### config.mk
export PLATFORM = sky130hd
export DESIGN_NAME = router_top
export DESIGN_NICKNAME = d
export VERILOG_FILES = /design/src/source/router_pkg.sv /design/src/source/router_egress.sv /design/src/source/router_ingress.sv /design/src/source/router_lookup.sv /design/src/source/router_regs.sv /design/src/source/router_top.sv
export VERILOG_INCLUDE_DIRS = /design/src /design/src/source
export SDC_FILE = /design/constraint.sdc
export NUM_CORES = 1
export LEC_CHECK = 0
export BUFFER_PORTS_ARGS = -buffer_cell sky130_fd_sc_hd__buf_4
export CAP_MARGIN = 10
export CORE_MARGIN = 2
export CORE_UTILIZATION = 51
export DETAILED_ROUTE_END_ITERATION = 10
export PLACE_DENSITY = 0.78
export SYNTH_ARGS = -nofsm -noshare
export SYNTH_HDL_FRONTEND = slang
export SYNTH_SLANG_ARGS = --single-unit
### constraint.sdc
create_clock -name core_clk -period 4.4 [get_ports core_clk]
set_clock_uncertainty 0.1 [all_clocks]
set_input_delay 0.22 -clock core_clk [delete_from_list [all_inputs] [get_ports core_clk]]
set_output_delay 0.22 -clock core_clk [all_outputs]
set_load 0.05 [all_outputs]
### src/source/router_settings.svh
/* Router core settings
   Port counts, stream width, table depth, counter width and module ID */

`ifndef ROUTER_SETTINGS_SVH
`define ROUTER_SETTINGS_SVH

// Port counts
`define ROUTER_NUM_ING_PORTS 4
`define ROUTER_NUM_EGR_PORTS 4

// Beat width in bits
`define ROUTER_DATA_WIDTH 32

// Match-action table entries
`define ROUTER_TABLE_DEPTH 8

// Every counter wraps at this width
`define ROUTER_CNT_WIDTH 16

// Read back at register 0
`define ROUTER_MODULE_ID 16'h0A41

`endif

### src/source/router_pkg.sv
/* Router types
   Vector types, the internal beat struct and the register map */

`include "router_settings.svh"

package router_pkg;

    //////////////////////////////
    // Vector types

    typedef logic [`ROUTER_DATA_WIDTH-1:0]              data_t;
    typedef logic [$clog2(`ROUTER_NUM_ING_PORTS)-1:0]   ing_port_t;
    typedef logic [$clog2(`ROUTER_NUM_EGR_PORTS)-1:0]   egr_port_t;
    typedef logic [7:0]                                 dst_addr_t;
    typedef logic [`ROUTER_CNT_WIDTH-1:0]               cnt_t;
    typedef logic [7:0]                                 reg_addr_t;
    typedef logic [31:0]                                reg_data_t;

    //////////////////////////////
    // Structs

    // One beat on the internal buses, with source and destination port
    typedef struct packed {
        data_t      data;
        logic       last;
        ing_port_t  ing_port;
        egr_port_t  egr_port;
    } beat_t;

    typedef struct packed {
        logic       valid;
        dst_addr_t  dst;
        egr_port_t  port;
    } table_entry_t;

    //////////////////////////////
    // Register map

    typedef enum logic [7:0] {
        REG_ID       = 8'h00,
        REG_ING_EN   = 8'h01,
        REG_EGR_EN   = 8'h02,
        REG_CNT_CLR  = 8'h03,
        REG_TABLE    = 8'h10,
        REG_ING_CNT  = 8'h20,
        REG_EGR_CNT  = 8'h24,
        REG_MISS_CNT = 8'h28,
        REG_DIS_CNT  = 8'h29
    } reg_map_e;

endpackage

### src/source/router_egress.sv
/* Router egress split
   Steers tagged beats to their egress port and counts delivered packets */

`timescale 1ns/1ns

`include "router_settings.svh"

module router_egress (
    input  logic                              core_clk,
    input  logic                              arst_n,

    input  router_pkg::beat_t                 egr_bus,
    input  logic                              egr_bus_valid,
    output logic                              egr_bus_ready,

    input  logic [`ROUTER_NUM_EGR_PORTS-1:0]  egr_enable,
    input  logic                              cnt_clear,

    output logic [`ROUTER_NUM_EGR_PORTS-1:0]  egr_valid,
    output logic [`ROUTER_NUM_EGR_PORTS-1:0]  egr_last,
    output router_pkg::data_t                 egr_data [`ROUTER_NUM_EGR_PORTS],
    input  logic [`ROUTER_NUM_EGR_PORTS-1:0]  egr_ready,

    output router_pkg::cnt_t                  egr_cnt [`ROUTER_NUM_EGR_PORTS]
);

    import router_pkg::*;

    egr_port_t sel_port;
    logic      port_en;

    assign sel_port = egr_bus.egr_port;
    assign port_en  = egr_enable[sel_port];

    // Traffic for a disabled port is swallowed here
    assign egr_bus_ready = port_en ? egr_ready[sel_port] : 1'b1;

    // Payload fans out, only valid is steered
    always_comb begin
        for (int j = 0; j < `ROUTER_NUM_EGR_PORTS; j++) begin
            egr_valid[j] = egr_bus_valid && port_en && (sel_port == egr_port_t'(j));
            egr_last[j]  = egr_bus.last;
            egr_data[j]  = egr_bus.data;
        end
    end

    //////////////////////////////
    // Delivered packet counters

    always_ff @(posedge core_clk or negedge arst_n) begin
        if (!arst_n) begin
            egr_cnt <= '{default: '0};
        end else if (cnt_clear) begin
            egr_cnt <= '{default: '0};
        end else if (egr_bus_valid && port_en && egr_ready[sel_port] && egr_bus.last) begin
            egr_cnt[sel_port] <= egr_cnt[sel_port] + 1'b1;
        end
    end

endmodule

### src/source/router_ingress.sv
/* Router ingress merge
   Packet-locked round-robin arbiter onto the internal bus, with drop and packet counters */

`timescale 1ns/1ns

`include "router_settings.svh"

module router_ingress (
    input  logic                              core_clk,
    input  logic                              arst_n,

    input  logic [`ROUTER_NUM_ING_PORTS-1:0]  ing_valid,
    input  logic [`ROUTER_NUM_ING_PORTS-1:0]  ing_last,
    input  router_pkg::data_t                 ing_data [`ROUTER_NUM_ING_PORTS],
    output logic [`ROUTER_NUM_ING_PORTS-1:0]  ing_ready,

    input  logic [`ROUTER_NUM_ING_PORTS-1:0]  ing_enable,
    input  logic                              cnt_clear,

    output router_pkg::beat_t                 ing_bus,
    output logic                              ing_bus_valid,
    input  logic                              ing_bus_ready,

    output router_pkg::cnt_t                  ing_cnt [`ROUTER_NUM_ING_PORTS],
    output router_pkg::cnt_t                  dis_cnt
);

    import router_pkg::*;

    localparam int NUM_PORTS = `ROUTER_NUM_ING_PORTS;

    typedef enum logic {
        ARB_IDLE,
        ARB_LOCKED
    } arb_state_e;

    arb_state_e arb_state;
    ing_port_t  grant;
    ing_port_t  last_served;
    ing_port_t  rr_idx;
    ing_port_t  rr_pick;
    logic       rr_found;
    ing_port_t  sel;
    logic       sel_active;
    logic       sel_enabled;
    logic       xfer;

    //////////////////////////////
    // Round-robin pick

    // Search starts one past the port served last
    always_comb begin
        rr_pick  = last_served;
        rr_found = 1'b0;
        for (int k = 1; k <= NUM_PORTS; k++) begin
            rr_idx = ing_port_t'((int'(last_served) + k) % NUM_PORTS);
            if (!rr_found && ing_valid[rr_idx]) begin
                rr_pick  = rr_idx;
                rr_found = 1'b1;
            end
        end
    end

    // Idle picks pass through in the same cycle
    assign sel         = (arb_state == ARB_LOCKED) ? grant : rr_pick;
    assign sel_active  = (arb_state == ARB_LOCKED) || rr_found;
    assign sel_enabled = ing_enable[sel];
    assign xfer        = sel_active && ing_valid[sel] && (!sel_enabled || ing_bus_ready);

    // Disabled port is always ready so its beats drain away
    always_comb begin
        ing_ready      = '0;
        ing_ready[sel] = sel_active && (!sel_enabled || ing_bus_ready);
    end

    assign ing_bus_valid    = sel_active && ing_valid[sel] && sel_enabled;
    assign ing_bus.data     = ing_data[sel];
    assign ing_bus.last     = ing_last[sel];
    assign ing_bus.ing_port = sel;
    assign ing_bus.egr_port = '0;

    //////////////////////////////
    // Arbiter FSM

    always_ff @(posedge core_clk or negedge arst_n) begin
        if (!arst_n) begin
            arb_state   <= ARB_IDLE;
            grant       <= '0;
            last_served <= ing_port_t'(NUM_PORTS - 1);
        end else if (xfer) begin
            if (ing_last[sel]) begin
                arb_state   <= ARB_IDLE;
                last_served <= sel;
            end else begin
                arb_state <= ARB_LOCKED;
                grant     <= sel;
            end
        end
    end

    //////////////////////////////
    // Counters

    // Forwarded packets per port, discarded ones in dis_cnt
    always_ff @(posedge core_clk or negedge arst_n) begin
        if (!arst_n) begin
            ing_cnt <= '{default: '0};
            dis_cnt <= '0;
        end else if (cnt_clear) begin
            ing_cnt <= '{default: '0};
            dis_cnt <= '0;
        end else if (xfer && ing_last[sel]) begin
            if (sel_enabled) begin
                ing_cnt[sel] <= ing_cnt[sel] + 1'b1;
            end else begin
                dis_cnt <= dis_cnt + 1'b1;
            end
        end
    end

endmodule

### src/source/router_lookup.sv
/* Router lookup stage
   Matches each packet's destination byte in the table and tags the egress port */

`timescale 1ns/1ns

`include "router_settings.svh"

module router_lookup (
    input  logic                      core_clk,
    input  logic                      arst_n,

    input  router_pkg::beat_t         ing_bus,
    input  logic                      ing_bus_valid,
    output logic                      ing_bus_ready,

    input  router_pkg::table_entry_t  lookup_table [`ROUTER_TABLE_DEPTH],
    input  logic                      cnt_clear,

    output router_pkg::beat_t         egr_bus,
    output logic                      egr_bus_valid,
    input  logic                      egr_bus_ready,

    output router_pkg::cnt_t          miss_cnt
);

    import router_pkg::*;

    dst_addr_t dst;
    logic      hit;
    egr_port_t hit_port;
    logic      in_sop;
    egr_port_t pkt_port;
    logic      pkt_drop;
    egr_port_t cur_port;
    logic      cur_drop;
    logic      accept;

    assign ing_bus_ready = !egr_bus_valid || egr_bus_ready;
    assign accept        = ing_bus_valid && ing_bus_ready;

    //////////////////////////////
    // Table match

    assign dst = ing_bus.data[`ROUTER_DATA_WIDTH-1 -: $bits(dst_addr_t)];

    // Scan downwards so the lowest index wins
    always_comb begin
        hit      = 1'b0;
        hit_port = '0;
        for (int i = `ROUTER_TABLE_DEPTH - 1; i >= 0; i--) begin
            if (lookup_table[i].valid && (lookup_table[i].dst == dst)) begin
                hit      = 1'b1;
                hit_port = lookup_table[i].port;
            end
        end
    end

    // First beat decides, later beats reuse the held result
    assign cur_port = in_sop ? hit_port : pkt_port;
    assign cur_drop = in_sop ? !hit : pkt_drop;

    always_ff @(posedge core_clk or negedge arst_n) begin
        if (!arst_n) begin
            in_sop   <= 1'b1;
            pkt_port <= '0;
            pkt_drop <= 1'b0;
        end else if (accept) begin
            in_sop   <= ing_bus.last;
            pkt_port <= cur_port;
            pkt_drop <= cur_drop;
        end
    end

    //////////////////////////////
    // Output register

    always_ff @(posedge core_clk or negedge arst_n) begin
        if (!arst_n) begin
            egr_bus_valid <= 1'b0;
        end else if (accept && !cur_drop) begin
            egr_bus_valid <= 1'b1;
        end else if (egr_bus_ready) begin
            egr_bus_valid <= 1'b0;
        end
    end

    always_ff @(posedge core_clk) begin
        if (accept && !cur_drop) begin
            egr_bus          <= ing_bus;
            egr_bus.egr_port <= cur_port;
        end
    end

    // One count per missed packet
    always_ff @(posedge core_clk or negedge arst_n) begin
        if (!arst_n) begin
            miss_cnt <= '0;
        end else if (cnt_clear) begin
            miss_cnt <= '0;
        end else if (accept && in_sop && !hit) begin
            miss_cnt <= miss_cnt + 1'b1;
        end
    end

endmodule

### src/source/router_regs.sv
/* Router register block
   Port enables, table entries, counter clear and counter read-back */

`timescale 1ns/1ns

`include "router_settings.svh"

module router_regs (
    input  logic                              core_clk,
    input  logic                              arst_n,

    input  logic                              reg_wr,
    input  logic                              reg_rd,
    input  router_pkg::reg_addr_t             reg_addr,
    input  router_pkg::reg_data_t             reg_wdata,
    output router_pkg::reg_data_t             reg_rdata,

    output logic [`ROUTER_NUM_ING_PORTS-1:0]  ing_enable,
    output logic [`ROUTER_NUM_EGR_PORTS-1:0]  egr_enable,
    output router_pkg::table_entry_t          lookup_table [`ROUTER_TABLE_DEPTH],
    output logic                              cnt_clear,

    input  router_pkg::cnt_t                  ing_cnt [`ROUTER_NUM_ING_PORTS],
    input  router_pkg::cnt_t                  egr_cnt [`ROUTER_NUM_EGR_PORTS],
    input  router_pkg::cnt_t                  miss_cnt,
    input  router_pkg::cnt_t                  dis_cnt
);

    import router_pkg::*;

    reg_data_t rd_mux;

    //////////////////////////////
    // Write decode

    // Any write to the clear address clears on the same edge
    assign cnt_clear = reg_wr && (reg_addr == REG_CNT_CLR);

    always_ff @(posedge core_clk or negedge arst_n) begin
        if (!arst_n) begin
            ing_enable   <= '0;
            egr_enable   <= '0;
            lookup_table <= '{default: '0};
        end else if (reg_wr) begin
            case (reg_addr)
                REG_ING_EN: ing_enable <= reg_wdata[`ROUTER_NUM_ING_PORTS-1:0];
                REG_EGR_EN: egr_enable <= reg_wdata[`ROUTER_NUM_EGR_PORTS-1:0];
                default: ;
            endcase
            // Entry layout is valid at 16, dst at 15:8, port at 1:0
            for (int i = 0; i < `ROUTER_TABLE_DEPTH; i++) begin
                if (reg_addr == reg_addr_t'(REG_TABLE + i)) begin
                    lookup_table[i].valid <= reg_wdata[16];
                    lookup_table[i].dst   <= reg_wdata[15:8];
                    lookup_table[i].port  <= reg_wdata[$bits(egr_port_t)-1:0];
                end
            end
        end
    end

    //////////////////////////////
    // Read mux

    always_comb begin
        rd_mux = '0;
        case (reg_addr)
            REG_ID:       rd_mux = reg_data_t'(`ROUTER_MODULE_ID);
            REG_ING_EN:   rd_mux = reg_data_t'(ing_enable);
            REG_EGR_EN:   rd_mux = reg_data_t'(egr_enable);
            REG_MISS_CNT: rd_mux = reg_data_t'(miss_cnt);
            REG_DIS_CNT:  rd_mux = reg_data_t'(dis_cnt);
            default: ;
        endcase
        for (int i = 0; i < `ROUTER_TABLE_DEPTH; i++) begin
            if (reg_addr == reg_addr_t'(REG_TABLE + i)) begin
                rd_mux[16]   = lookup_table[i].valid;
                rd_mux[15:8] = lookup_table[i].dst;
                rd_mux[$bits(egr_port_t)-1:0] = lookup_table[i].port;
            end
        end
        for (int i = 0; i < `ROUTER_NUM_ING_PORTS; i++) begin
            if (reg_addr == reg_addr_t'(REG_ING_CNT + i)) begin
                rd_mux = reg_data_t'(ing_cnt[i]);
            end
        end
        for (int i = 0; i < `ROUTER_NUM_EGR_PORTS; i++) begin
            if (reg_addr == reg_addr_t'(REG_EGR_CNT + i)) begin
                rd_mux = reg_data_t'(egr_cnt[i]);
            end
        end
    end

    // Read data holds until the next read strobe
    always_ff @(posedge core_clk) begin
        if (reg_rd) begin
            reg_rdata <= rd_mux;
        end
    end

endmodule

### src/source/router_top.sv
/* Router core top level
   Register block around the ingress merge, lookup and egress split */

`timescale 1ns/1ns

`include "router_settings.svh"

module router_top (
    input  logic                              core_clk,
    input  logic                              arst_n,

    input  logic [`ROUTER_NUM_ING_PORTS-1:0]  ing_valid,
    output logic [`ROUTER_NUM_ING_PORTS-1:0]  ing_ready,
    input  router_pkg::data_t                 ing_data [`ROUTER_NUM_ING_PORTS],
    input  logic [`ROUTER_NUM_ING_PORTS-1:0]  ing_last,

    output logic [`ROUTER_NUM_EGR_PORTS-1:0]  egr_valid,
    input  logic [`ROUTER_NUM_EGR_PORTS-1:0]  egr_ready,
    output router_pkg::data_t                 egr_data [`ROUTER_NUM_EGR_PORTS],
    output logic [`ROUTER_NUM_EGR_PORTS-1:0]  egr_last,

    input  logic                              reg_wr,
    input  logic                              reg_rd,
    input  router_pkg::reg_addr_t             reg_addr,
    input  router_pkg::reg_data_t             reg_wdata,
    output router_pkg::reg_data_t             reg_rdata
);

    import router_pkg::*;

    //////////////////////////////
    // Control and counters

    logic [`ROUTER_NUM_ING_PORTS-1:0] ing_enable;
    logic [`ROUTER_NUM_EGR_PORTS-1:0] egr_enable;
    table_entry_t                     lookup_table [`ROUTER_TABLE_DEPTH];
    logic                             cnt_clear;
    cnt_t                             ing_cnt [`ROUTER_NUM_ING_PORTS];
    cnt_t                             egr_cnt [`ROUTER_NUM_EGR_PORTS];
    cnt_t                             miss_cnt;
    cnt_t                             dis_cnt;

    // Internal buses
    beat_t ing_bus;
    logic  ing_bus_valid;
    logic  ing_bus_ready;
    beat_t egr_bus;
    logic  egr_bus_valid;
    logic  egr_bus_ready;

    router_regs regs_inst (
        .core_clk     ( core_clk     ),
        .arst_n       ( arst_n       ),
        .reg_wr       ( reg_wr       ),
        .reg_rd       ( reg_rd       ),
        .reg_addr     ( reg_addr     ),
        .reg_wdata    ( reg_wdata    ),
        .reg_rdata    ( reg_rdata    ),
        .ing_enable   ( ing_enable   ),
        .egr_enable   ( egr_enable   ),
        .lookup_table ( lookup_table ),
        .cnt_clear    ( cnt_clear    ),
        .ing_cnt      ( ing_cnt      ),
        .egr_cnt      ( egr_cnt      ),
        .miss_cnt     ( miss_cnt     ),
        .dis_cnt      ( dis_cnt      )
    );

    //////////////////////////////
    // Datapath

    router_ingress ingress_inst (
        .core_clk      ( core_clk      ),
        .arst_n        ( arst_n        ),
        .ing_valid     ( ing_valid     ),
        .ing_last      ( ing_last      ),
        .ing_data      ( ing_data      ),
        .ing_ready     ( ing_ready     ),
        .ing_enable    ( ing_enable    ),
        .cnt_clear     ( cnt_clear     ),
        .ing_bus       ( ing_bus       ),
        .ing_bus_valid ( ing_bus_valid ),
        .ing_bus_ready ( ing_bus_ready ),
        .ing_cnt       ( ing_cnt       ),
        .dis_cnt       ( dis_cnt       )
    );

    router_lookup lookup_inst (
        .core_clk      ( core_clk      ),
        .arst_n        ( arst_n        ),
        .ing_bus       ( ing_bus       ),
        .ing_bus_valid ( ing_bus_valid ),
        .ing_bus_ready ( ing_bus_ready ),
        .lookup_table  ( lookup_table  ),
        .cnt_clear     ( cnt_clear     ),
        .egr_bus       ( egr_bus       ),
        .egr_bus_valid ( egr_bus_valid ),
        .egr_bus_ready ( egr_bus_ready ),
        .miss_cnt      ( miss_cnt      )
    );

    router_egress egress_inst (
        .core_clk      ( core_clk      ),
        .arst_n        ( arst_n        ),
        .egr_bus       ( egr_bus       ),
        .egr_bus_valid ( egr_bus_valid ),
        .egr_bus_ready ( egr_bus_ready ),
        .egr_enable    ( egr_enable    ),
        .cnt_clear     ( cnt_clear     ),
        .egr_valid     ( egr_valid     ),
        .egr_last      ( egr_last      ),
        .egr_data      ( egr_data      ),
        .egr_ready     ( egr_ready     ),
        .egr_cnt       ( egr_cnt       )
    );

endmodule
==> results.py, run 1 <==
metrics = {
    "synth": {
        "syn_area_um2": 19300,
        "synth_compound_area_share_pct": 16.1,
        "synth_cell_types": 89,
        "netlist_instances": 2023,
        "async_flop_share_pct": 83.6,
        "synthTopCellsByArea": "dfrtp_1, edfxtp_1, nand2_1",
        "seq_area_frac_synth_pct": 42.7,
        "synthXorXnorAreaFrac_pct": 4.32,
        "synth.avg_cell_area_um2": 9.52,
        "synth_top_area_share_pct": 34.2,
        "synth_enable_flop_cells": 52,
        "synth_warnings": 0,
        "yosys.area.top_type": "dfrtp_1",
        "synthSimpleGateAreaFrac_pct": 17.3,
        "synthFlopType": "dfrtp_1",
        "ys_seq_elements": 318,
        "synth_fa_ha_area_share_pct": 0.260,
        "muxShareOfSynthArea_pct": 10.5,
        "synth_top_family_by_area": "simple AND/OR/NAND/NOR gates",
    },
    "floorplanning": {
        "core_region_area_um2": 37400,
        "start_util_pct": 51.5,
        "die_y_um": 198,
        "die_w_um": 198,
        "io_pins": 356,
        "placementRows": 71,
        "dieArea_um2": 39300,
    },
    "clock_network": {
        "ctsHtreeMaxLevel": 2,
        "cts_sinks": 318,
        "cts_buffers": 37,
        "cts_buffer_depth": 3,
        "cts_tree": "yes",
        "insertion_delay_ns": 0.56,
        "root_buffer": "clkbuf_16",
        "clk_pin_slew_ns": 0.06,
    },
    "setup_path": {
        "reg2regPathDepth": 14,
        "cp_max_fo": 24,
        "critPathLaunchType": "flip-flop",
        "r2r_slack_ns": 0.19,
        "cp.arrival_ns": 4.36,
        "rr_endpoint": "lookup_inst.egr_bus[12]",
        "timing.rr.start": "ingress_inst.last_served[1]",
        "required_ns": 4.55,
        "critPathKind": "flip-flop to flip-flop",
        "cp-end-kind": "flip-flop",
    },
    "global_route": {
        "grt_pass1_wl_um": 102000,
        "grt.overflow.total": 0,
        "antenna_found_initial": 7,
        "first_global_vias": 17300,
        "grt_use_total_pct": 34.3,
        "grt_max_degree": 117,
    },
    "cells_and_area": {
        "final_layout_size_suffix_gt1_share_pct": 27.8,
        "design_area_um2": 23500,
        "multiInputGateArea_um2": 9460,
        "finalNetCount": 2491,
        "regArea_um2": 8220,
        "synthToLayoutAreaGrowth_pct": 22.1,
        "stdcell_count": 2846,
        "fillCellCount": 3030,
    },
    "power_and_ir_drop": {
        "ir_worst_vdd_mv": 0.311,
        "p_leak_nw": 10.7,
        "power_density_nw_per_um2": 526,
    },
    "hold_path": {
        "holdPathEnd": "lookup_inst.egr_bus[14]",
        "hold_depth": 3,
        "min_from": "ing_data[105]",
        "holdCritPathClass": "input port to flip-flop",
    },
    "drt": {
        "dr.first_iter.drc_count": 1846,
        "route.detailed.drc": 0,
        "vias": 17600,
        "avgViaCountPerCell": 6.18,
        "wl_per_cell_um": 23.9,
        "firstDrtPassIters": 6,
        "ant_nets": 0,
        "finalWirelength_um": 68100,
    },
    "placement": {
        "placed_cells": 2710,
        "io_buffer_count": 321,
        "gp_routability_congestion": 1.01,
        "dpl_cell_area_um2": 21600,
        "hpwl_um": 48800,
    },
    "timing": {
        "finalCritPeriodShare_pct": 95.6,
        "fmax_mhz": 238,
        "final_max_slew_viol_count": 0,
        "whs_ns": 0.0159,
        "setup_viol": 0,
        "max_slew_margin_pct": 29.3,
        "period_needed_ns": 4.21,
        "finalHoldViolCount": 0,
        "worst_slew_pin_slew_ns": 1.05,
    },
    "flow_run": {
        "maxCapViolations": 0,
    },
    "status": {
        "status": "complete, no violations",
    },
}
## layout by cell type, fill, tap and decap left out, drive strengths merged, types with 22 or more instances in the layout
cell type,n
a21oi,51
mux2,111
mux2i,32
nand3,67
nand4,23
nand2,335
xor2,50
dfrtp,263
inv,42
nor2,111
a22oi,46
o21ai,122
a22o,53
nor3,31
edfxtp,52
a221oi,22
a31oi,44
dlygate4sd3,61
buf,414
xnor2,45
clkbuf,49
and3,58
## power by group
group / switching [mW] / internal (mW) / leakage (nW) / total [mW]
clock: 1.29 / 1.87 / 0.624 / 3.17
combinational: 3.25 / 2.23 / 5.94 / 5.48
sequential: 0.330 / 3.39 / 4.14 / 3.72
total: 4.87 / 7.50 / 10.7 / 12.4
## through the flow
stage                     setup slack, ns  setup TNS [ns]  power [mW]  utilization (%)
after global placement              0.215               0        8.57             57.7
after global routing               -0.104          -0.104        12.9             62.9
final                               0.194               0        12.4             62.9
after detailed placement           0.0648               0        8.66             57.7
after floorplan                     0.299               0        6.97                -
after CTS                          0.0694               0        12.2             62.7
## cells by family after synthesis
group	Yosys count
flip-flops	318
AND/OR/NAND/NOR	707
buffers and inverters	289
XOR/XNOR	95
AO/OA/AOI/OAI	446
multiplexers	163
adder cells (fa/ha/maj)	4
other	1
## synth_stat cells (13+ instances only)
cell type,n
a21oi_1,51
a221oi_1,22
a22o_1,53
a22oi_1,46
a31oi_1,42
and2_1,14
and3_1,57
buf_2,13
buf_4,148
clkbuf_1,73
dfrtp_1,263
edfxtp_1,52
inv_1,40
mux2_2,110
mux2i_1,32
mux4_2,20
nand2_1,334
nand2b_1,13
nand3_1,67
nand4_1,22
nor2_1,109
nor3_1,29
o21ai_0,118
o22ai_1,17
xnor2_1,45
xor2_1,50
## metal layers
layer / wire (um) / global-route usage, %
met5: 31 / 0
met4: 3740 / 19.2
met3: 7550 / 7.44
met2: 31400 / 54.5
met1: 25400 / 43.4
## state kept, by name, indices dropped and copies added, names as in the netlist, 4 cells and up
register                count
egress_inst.egr_cnt        64
regs_inst.ing_enable        4
lookup_inst.egr_bus        35
ingress_inst.dis_cnt       16
regs_inst.lookup_table     88
lookup_inst.miss_cnt       16
ingress_inst.ing_cnt       64
regs_inst.egr_enable        4
regs_inst.reg_rdata        17
## critical path: stages (launching register included)
cell,delay (ns)
dfstp_2,0.64
nor3b_1,0.11
nor2_1,0.17
and3_1,0.54
nand3_1,0.18
nand2_1,0.16
buf_4,0.24
xnor2_1,0.08
a2111oi_0,0.49
and4b_4,0.38
nand4bb_4,0.18
nor2_1,0.08
a21o_1,0.22
clkinvlp_4,0.11
buf_12,0.18
## how the worst max path moves through the flow
stage	endpoint	slack, ns	from
after floorplan	lookup_inst.egr_bus[0]	0.30	ingress_inst.last_served[1]
after global placement	lookup_inst.egr_bus[0]	0.21	ingress_inst.last_served[1]
after detailed placement	lookup_inst.egr_bus[31]	0.06	ingress_inst.last_served[1]
after CTS	lookup_inst.egr_bus[15]	0.07	ingress_inst.last_served[1]
after global routing	lookup_inst.egr_bus[1]	-0.10	ingress_inst.grant[0]
final	lookup_inst.egr_bus[12]	0.19	ingress_inst.last_served[1]
## what timing repair did
action	CTS	global route
resized for setup	0	6
hold buffers	61	0
buffers inserted	0	3
endpoints found under the hold margin	251	0
setup endpoints to repair	0	96
## layout make-up
type	instances	share of cell area, %
Antenna cell	4	0.0426
Clock buffer	49	4.66
Clock inverter	18	0.617
Inverter	40	0.654
Multi-Input combinational cell	1431	40.2
Sequential cell	318	35.0
Tap cell	511	2.72
Timing Repair Buffer	475	16.1
Power figures use the tool's default switching activity.
==> inputs of run 2 (changes only) <==
--- a/config.mk
+++ b/config.mk
@@ -11,6 +11,7 @@
 export CORE_MARGIN = 2
 export CORE_UTILIZATION = 51
 export DETAILED_ROUTE_END_ITERATION = 10
+export HOLD_SLACK_MARGIN = 0.03
 export PLACE_DENSITY = 0.78
 export SYNTH_ARGS = -nofsm -noshare
 export SYNTH_HDL_FRONTEND = slang
==> results.py, run 2 (synthesis gave the netlist of run 1 again) <==
metrics = {
    "power_and_ir_drop": {
        "switchingPower_mw": 4.89,
        "ir_worst_vdd_mv": 0.314,
        "power_frac_comb_pct": 44.4,
        "power_frac_seq_pct": 30.0,
        "power_density_nw_per_um2": 527,
        "p_leak_nw": 10.7,
        "pwr-share-clk_pct": 25.5,
        "internal-power_mw": 7.52,
        "switching_share_pct": 39.4,
    },
    "placement": {
        "io_buffer_count": 321,
        "dpl_cell_area_um2": 21600,
        "hpwl_um": 48800,
        "gp_routability_congestion": 1.01,
    },
    "floorplanning": {
        "core_region_area_um2": 37400,
        "placementRows": 71,
        "io_pins": 356,
        "die_y_um": 198,
        "die_w_um": 198,
        "start_util_pct": 51.5,
        "dieArea_um2": 39300,
    },
    "drt": {
        "route.detailed.drc": 0,
        "finalWirelength_um": 68100,
        "wl_per_cell_um": 23.9,
        "ant_nets": 0,
        "dr.first_iter.drc_count": 1870,
        "avgViaCountPerCell": 6.21,
        "vias": 17700,
        "firstDrtPassIters": 6,
    },
    "cells_and_area": {
        "design_area_um2": 23500,
        "largest_reg_flops": 88,
        "finalCoreUtilization_pct": 62.9,
        "synthToLayoutAreaGrowth_pct": 22.2,
        "fillCellCount": 3028,
        "mostFrequentLayoutCells": "buf_4, nand2_1, dfrtp_1",
        "mostFrequentLayoutCell": "buf_4",
        "max_flop_register": "regs_inst.lookup_table",
        "largestRegisters": "regs_inst.lookup_table x88, egress_inst.egr_cnt x64, ingress_inst.ing_cnt x64",
        "finalNetCount": 2493,
        "final_layout_size_suffix_gt1_share_pct": 27.8,
    },
    "clock_network": {
        "cts_buffers": 37,
        "cts_buffer_depth": 3,
        "cts_tree": "yes",
        "ctsHtreeMaxLevel": 2,
        "clk_pin_slew_ns": 0.06,
        "root_buffer": "clkbuf_16",
        "insertion_delay_ns": 0.56,
        "cts_sinks": 318,
    },
    "setup_path": {
        "crit_path_max_incr_delay_ns": 0.71,
        "worstPathCellList": "nor2b_1 -> buf_4 -> a22oi_1 -> o221ai_1 -> nor4_1 -> nand4_1 -> a2111oi_0 -> o2111a_1 -> o2111ai_1 -> or3b_2 -> a211oi_1 -> o21ai_1 -> a31oi_1",
        "required_ns": 4.69,
        "crit_slowest_cell": "dfrtp_1",
        "critPathKind": "flip-flop to flip-flop",
        "critPathLaunchType": "flip-flop",
        "cp-end-kind": "flip-flop",
        "cp.arrival_ns": 4.58,
        "cp_max_fo": 11,
    },
    "timing": {
        "finalCritPeriodShare_pct": 97.6,
        "tns_ns": 0,
        "worst_slew_pin_slew_ns": 1.06,
        "period_needed_ns": 4.30,
        "whs_ns": 0.110,
        "finalHoldViolCount": 0,
        "final_max_slew_viol_count": 0,
        "fmax_mhz": 233,
        "max_slew_margin_pct": 28.3,
        "setup_viol": 0,
    },
    "global_route": {
        "grt_pass1_wl_um": 102000,
        "grt_util_met2_pct": 54.5,
        "grt.overflow.total": 0,
        "busiest_layer": "met2",
        "first_global_vias": 17300,
        "grt_use_total_pct": 34.3,
        "gr-usage-met3_pct": 7.44,
        "gr-usage-met1_pct": 43.4,
        "grt_max_degree": 117,
        "antenna_found_initial": 7,
    },
    "flow_run": {
        "maxCapViolations": 0,
    },
    "hold_path": {
        "holdCritPathClass": "input port to flip-flop",
    },
    "status": {
        "status": "complete, no violations",
    },
}
==> run 2: stage by stage <==
step	worst slack [ns]	power, mW	instances
floorplan	0.299	6.97	2037
global route	-0.104	13.0	2848
CTS	0.0694	12.2	2840
detailed placement	0.0648	8.66	2710
finish	0.105	12.4	2849
global placement	0.215	8.57	2710
==> run 2: final cells by class <==
cell class | count | area [um2] | area share, %
diodes | 5 | 12.5 | 0.0531
clock buffers | 49 | 1100 | 4.66
clock inverters | 18 | 145 | 0.617
inverters | 40 | 154 | 0.654
multi-input cells | 1431 | 9460 | 40.2
flip-flops and latches | 318 | 8220 | 34.9
well taps | 511 | 639 | 2.72
repair buffers | 477 | 3810 | 16.2
==> run 2: what timing repair did <==
action                     in CTS  in global routing
gates resized for setup         0                  6
setup endpoints to repair       0                 96
hold endpoints to repair      251                  0
hold buffers                   63                  0
setup buffers                   0                  3
==> run 2: worst max-delay path, delay by kind of cell, from the launching register on <==
kind,cells,cell delay (ns)
AOI/OAI and AO/OA,8,2.00
and+or+nand+nor,4,1.12
DFF,1,0.71
buffers and inverters,1,0.20
==> run 2: path summary, 6_finish.rpt <==
check                                             start                       end  slack, ns  depth (start not counted)
worst max-delay path              ingress_inst.grant[0]    lookup_inst.egr_bus[1]       0.10                         13
worst min-delay path                             reg_wr   regs_inst.egr_enable[3]       0.11                          3
worst max register to register    ingress_inst.grant[0]    lookup_inst.egr_bus[1]       0.10                         13
worst min register to register  egress_inst.egr_cnt[15]   egress_inst.egr_cnt[15]       0.40                          2
max in group asynchronous                        arst_n   egress_inst.egr_cnt[14]       2.76                          3
min in group asynchronous                        arst_n  ingress_inst.ing_cnt[27]       0.21                          2
==> run 2: power groups by stage <==
stage / logic, mW / registers, mW / clock network [mW]
finish: 5.51 / 3.73 / 3.17
global route: 5.91 / 3.76 / 3.32
CTS: 5.28 / 3.71 / 3.21
detailed placement: 4.90 / 3.76 / 0
global placement: 4.82 / 3.75 / 0
floorplan: 3.33 / 3.64 / 0
==> run 2: metal layers <==
layer | part of all wire, % | wire (um) | vias up
li1 | - | - | 7732
met1 | 37 | 25500 | 8622
met2 | 46 | 31500 | 1114
met3 | 11 | 7280 | 213
met4 | 5.6 | 3820 | 4
met5 | 0.035 | 24 | -
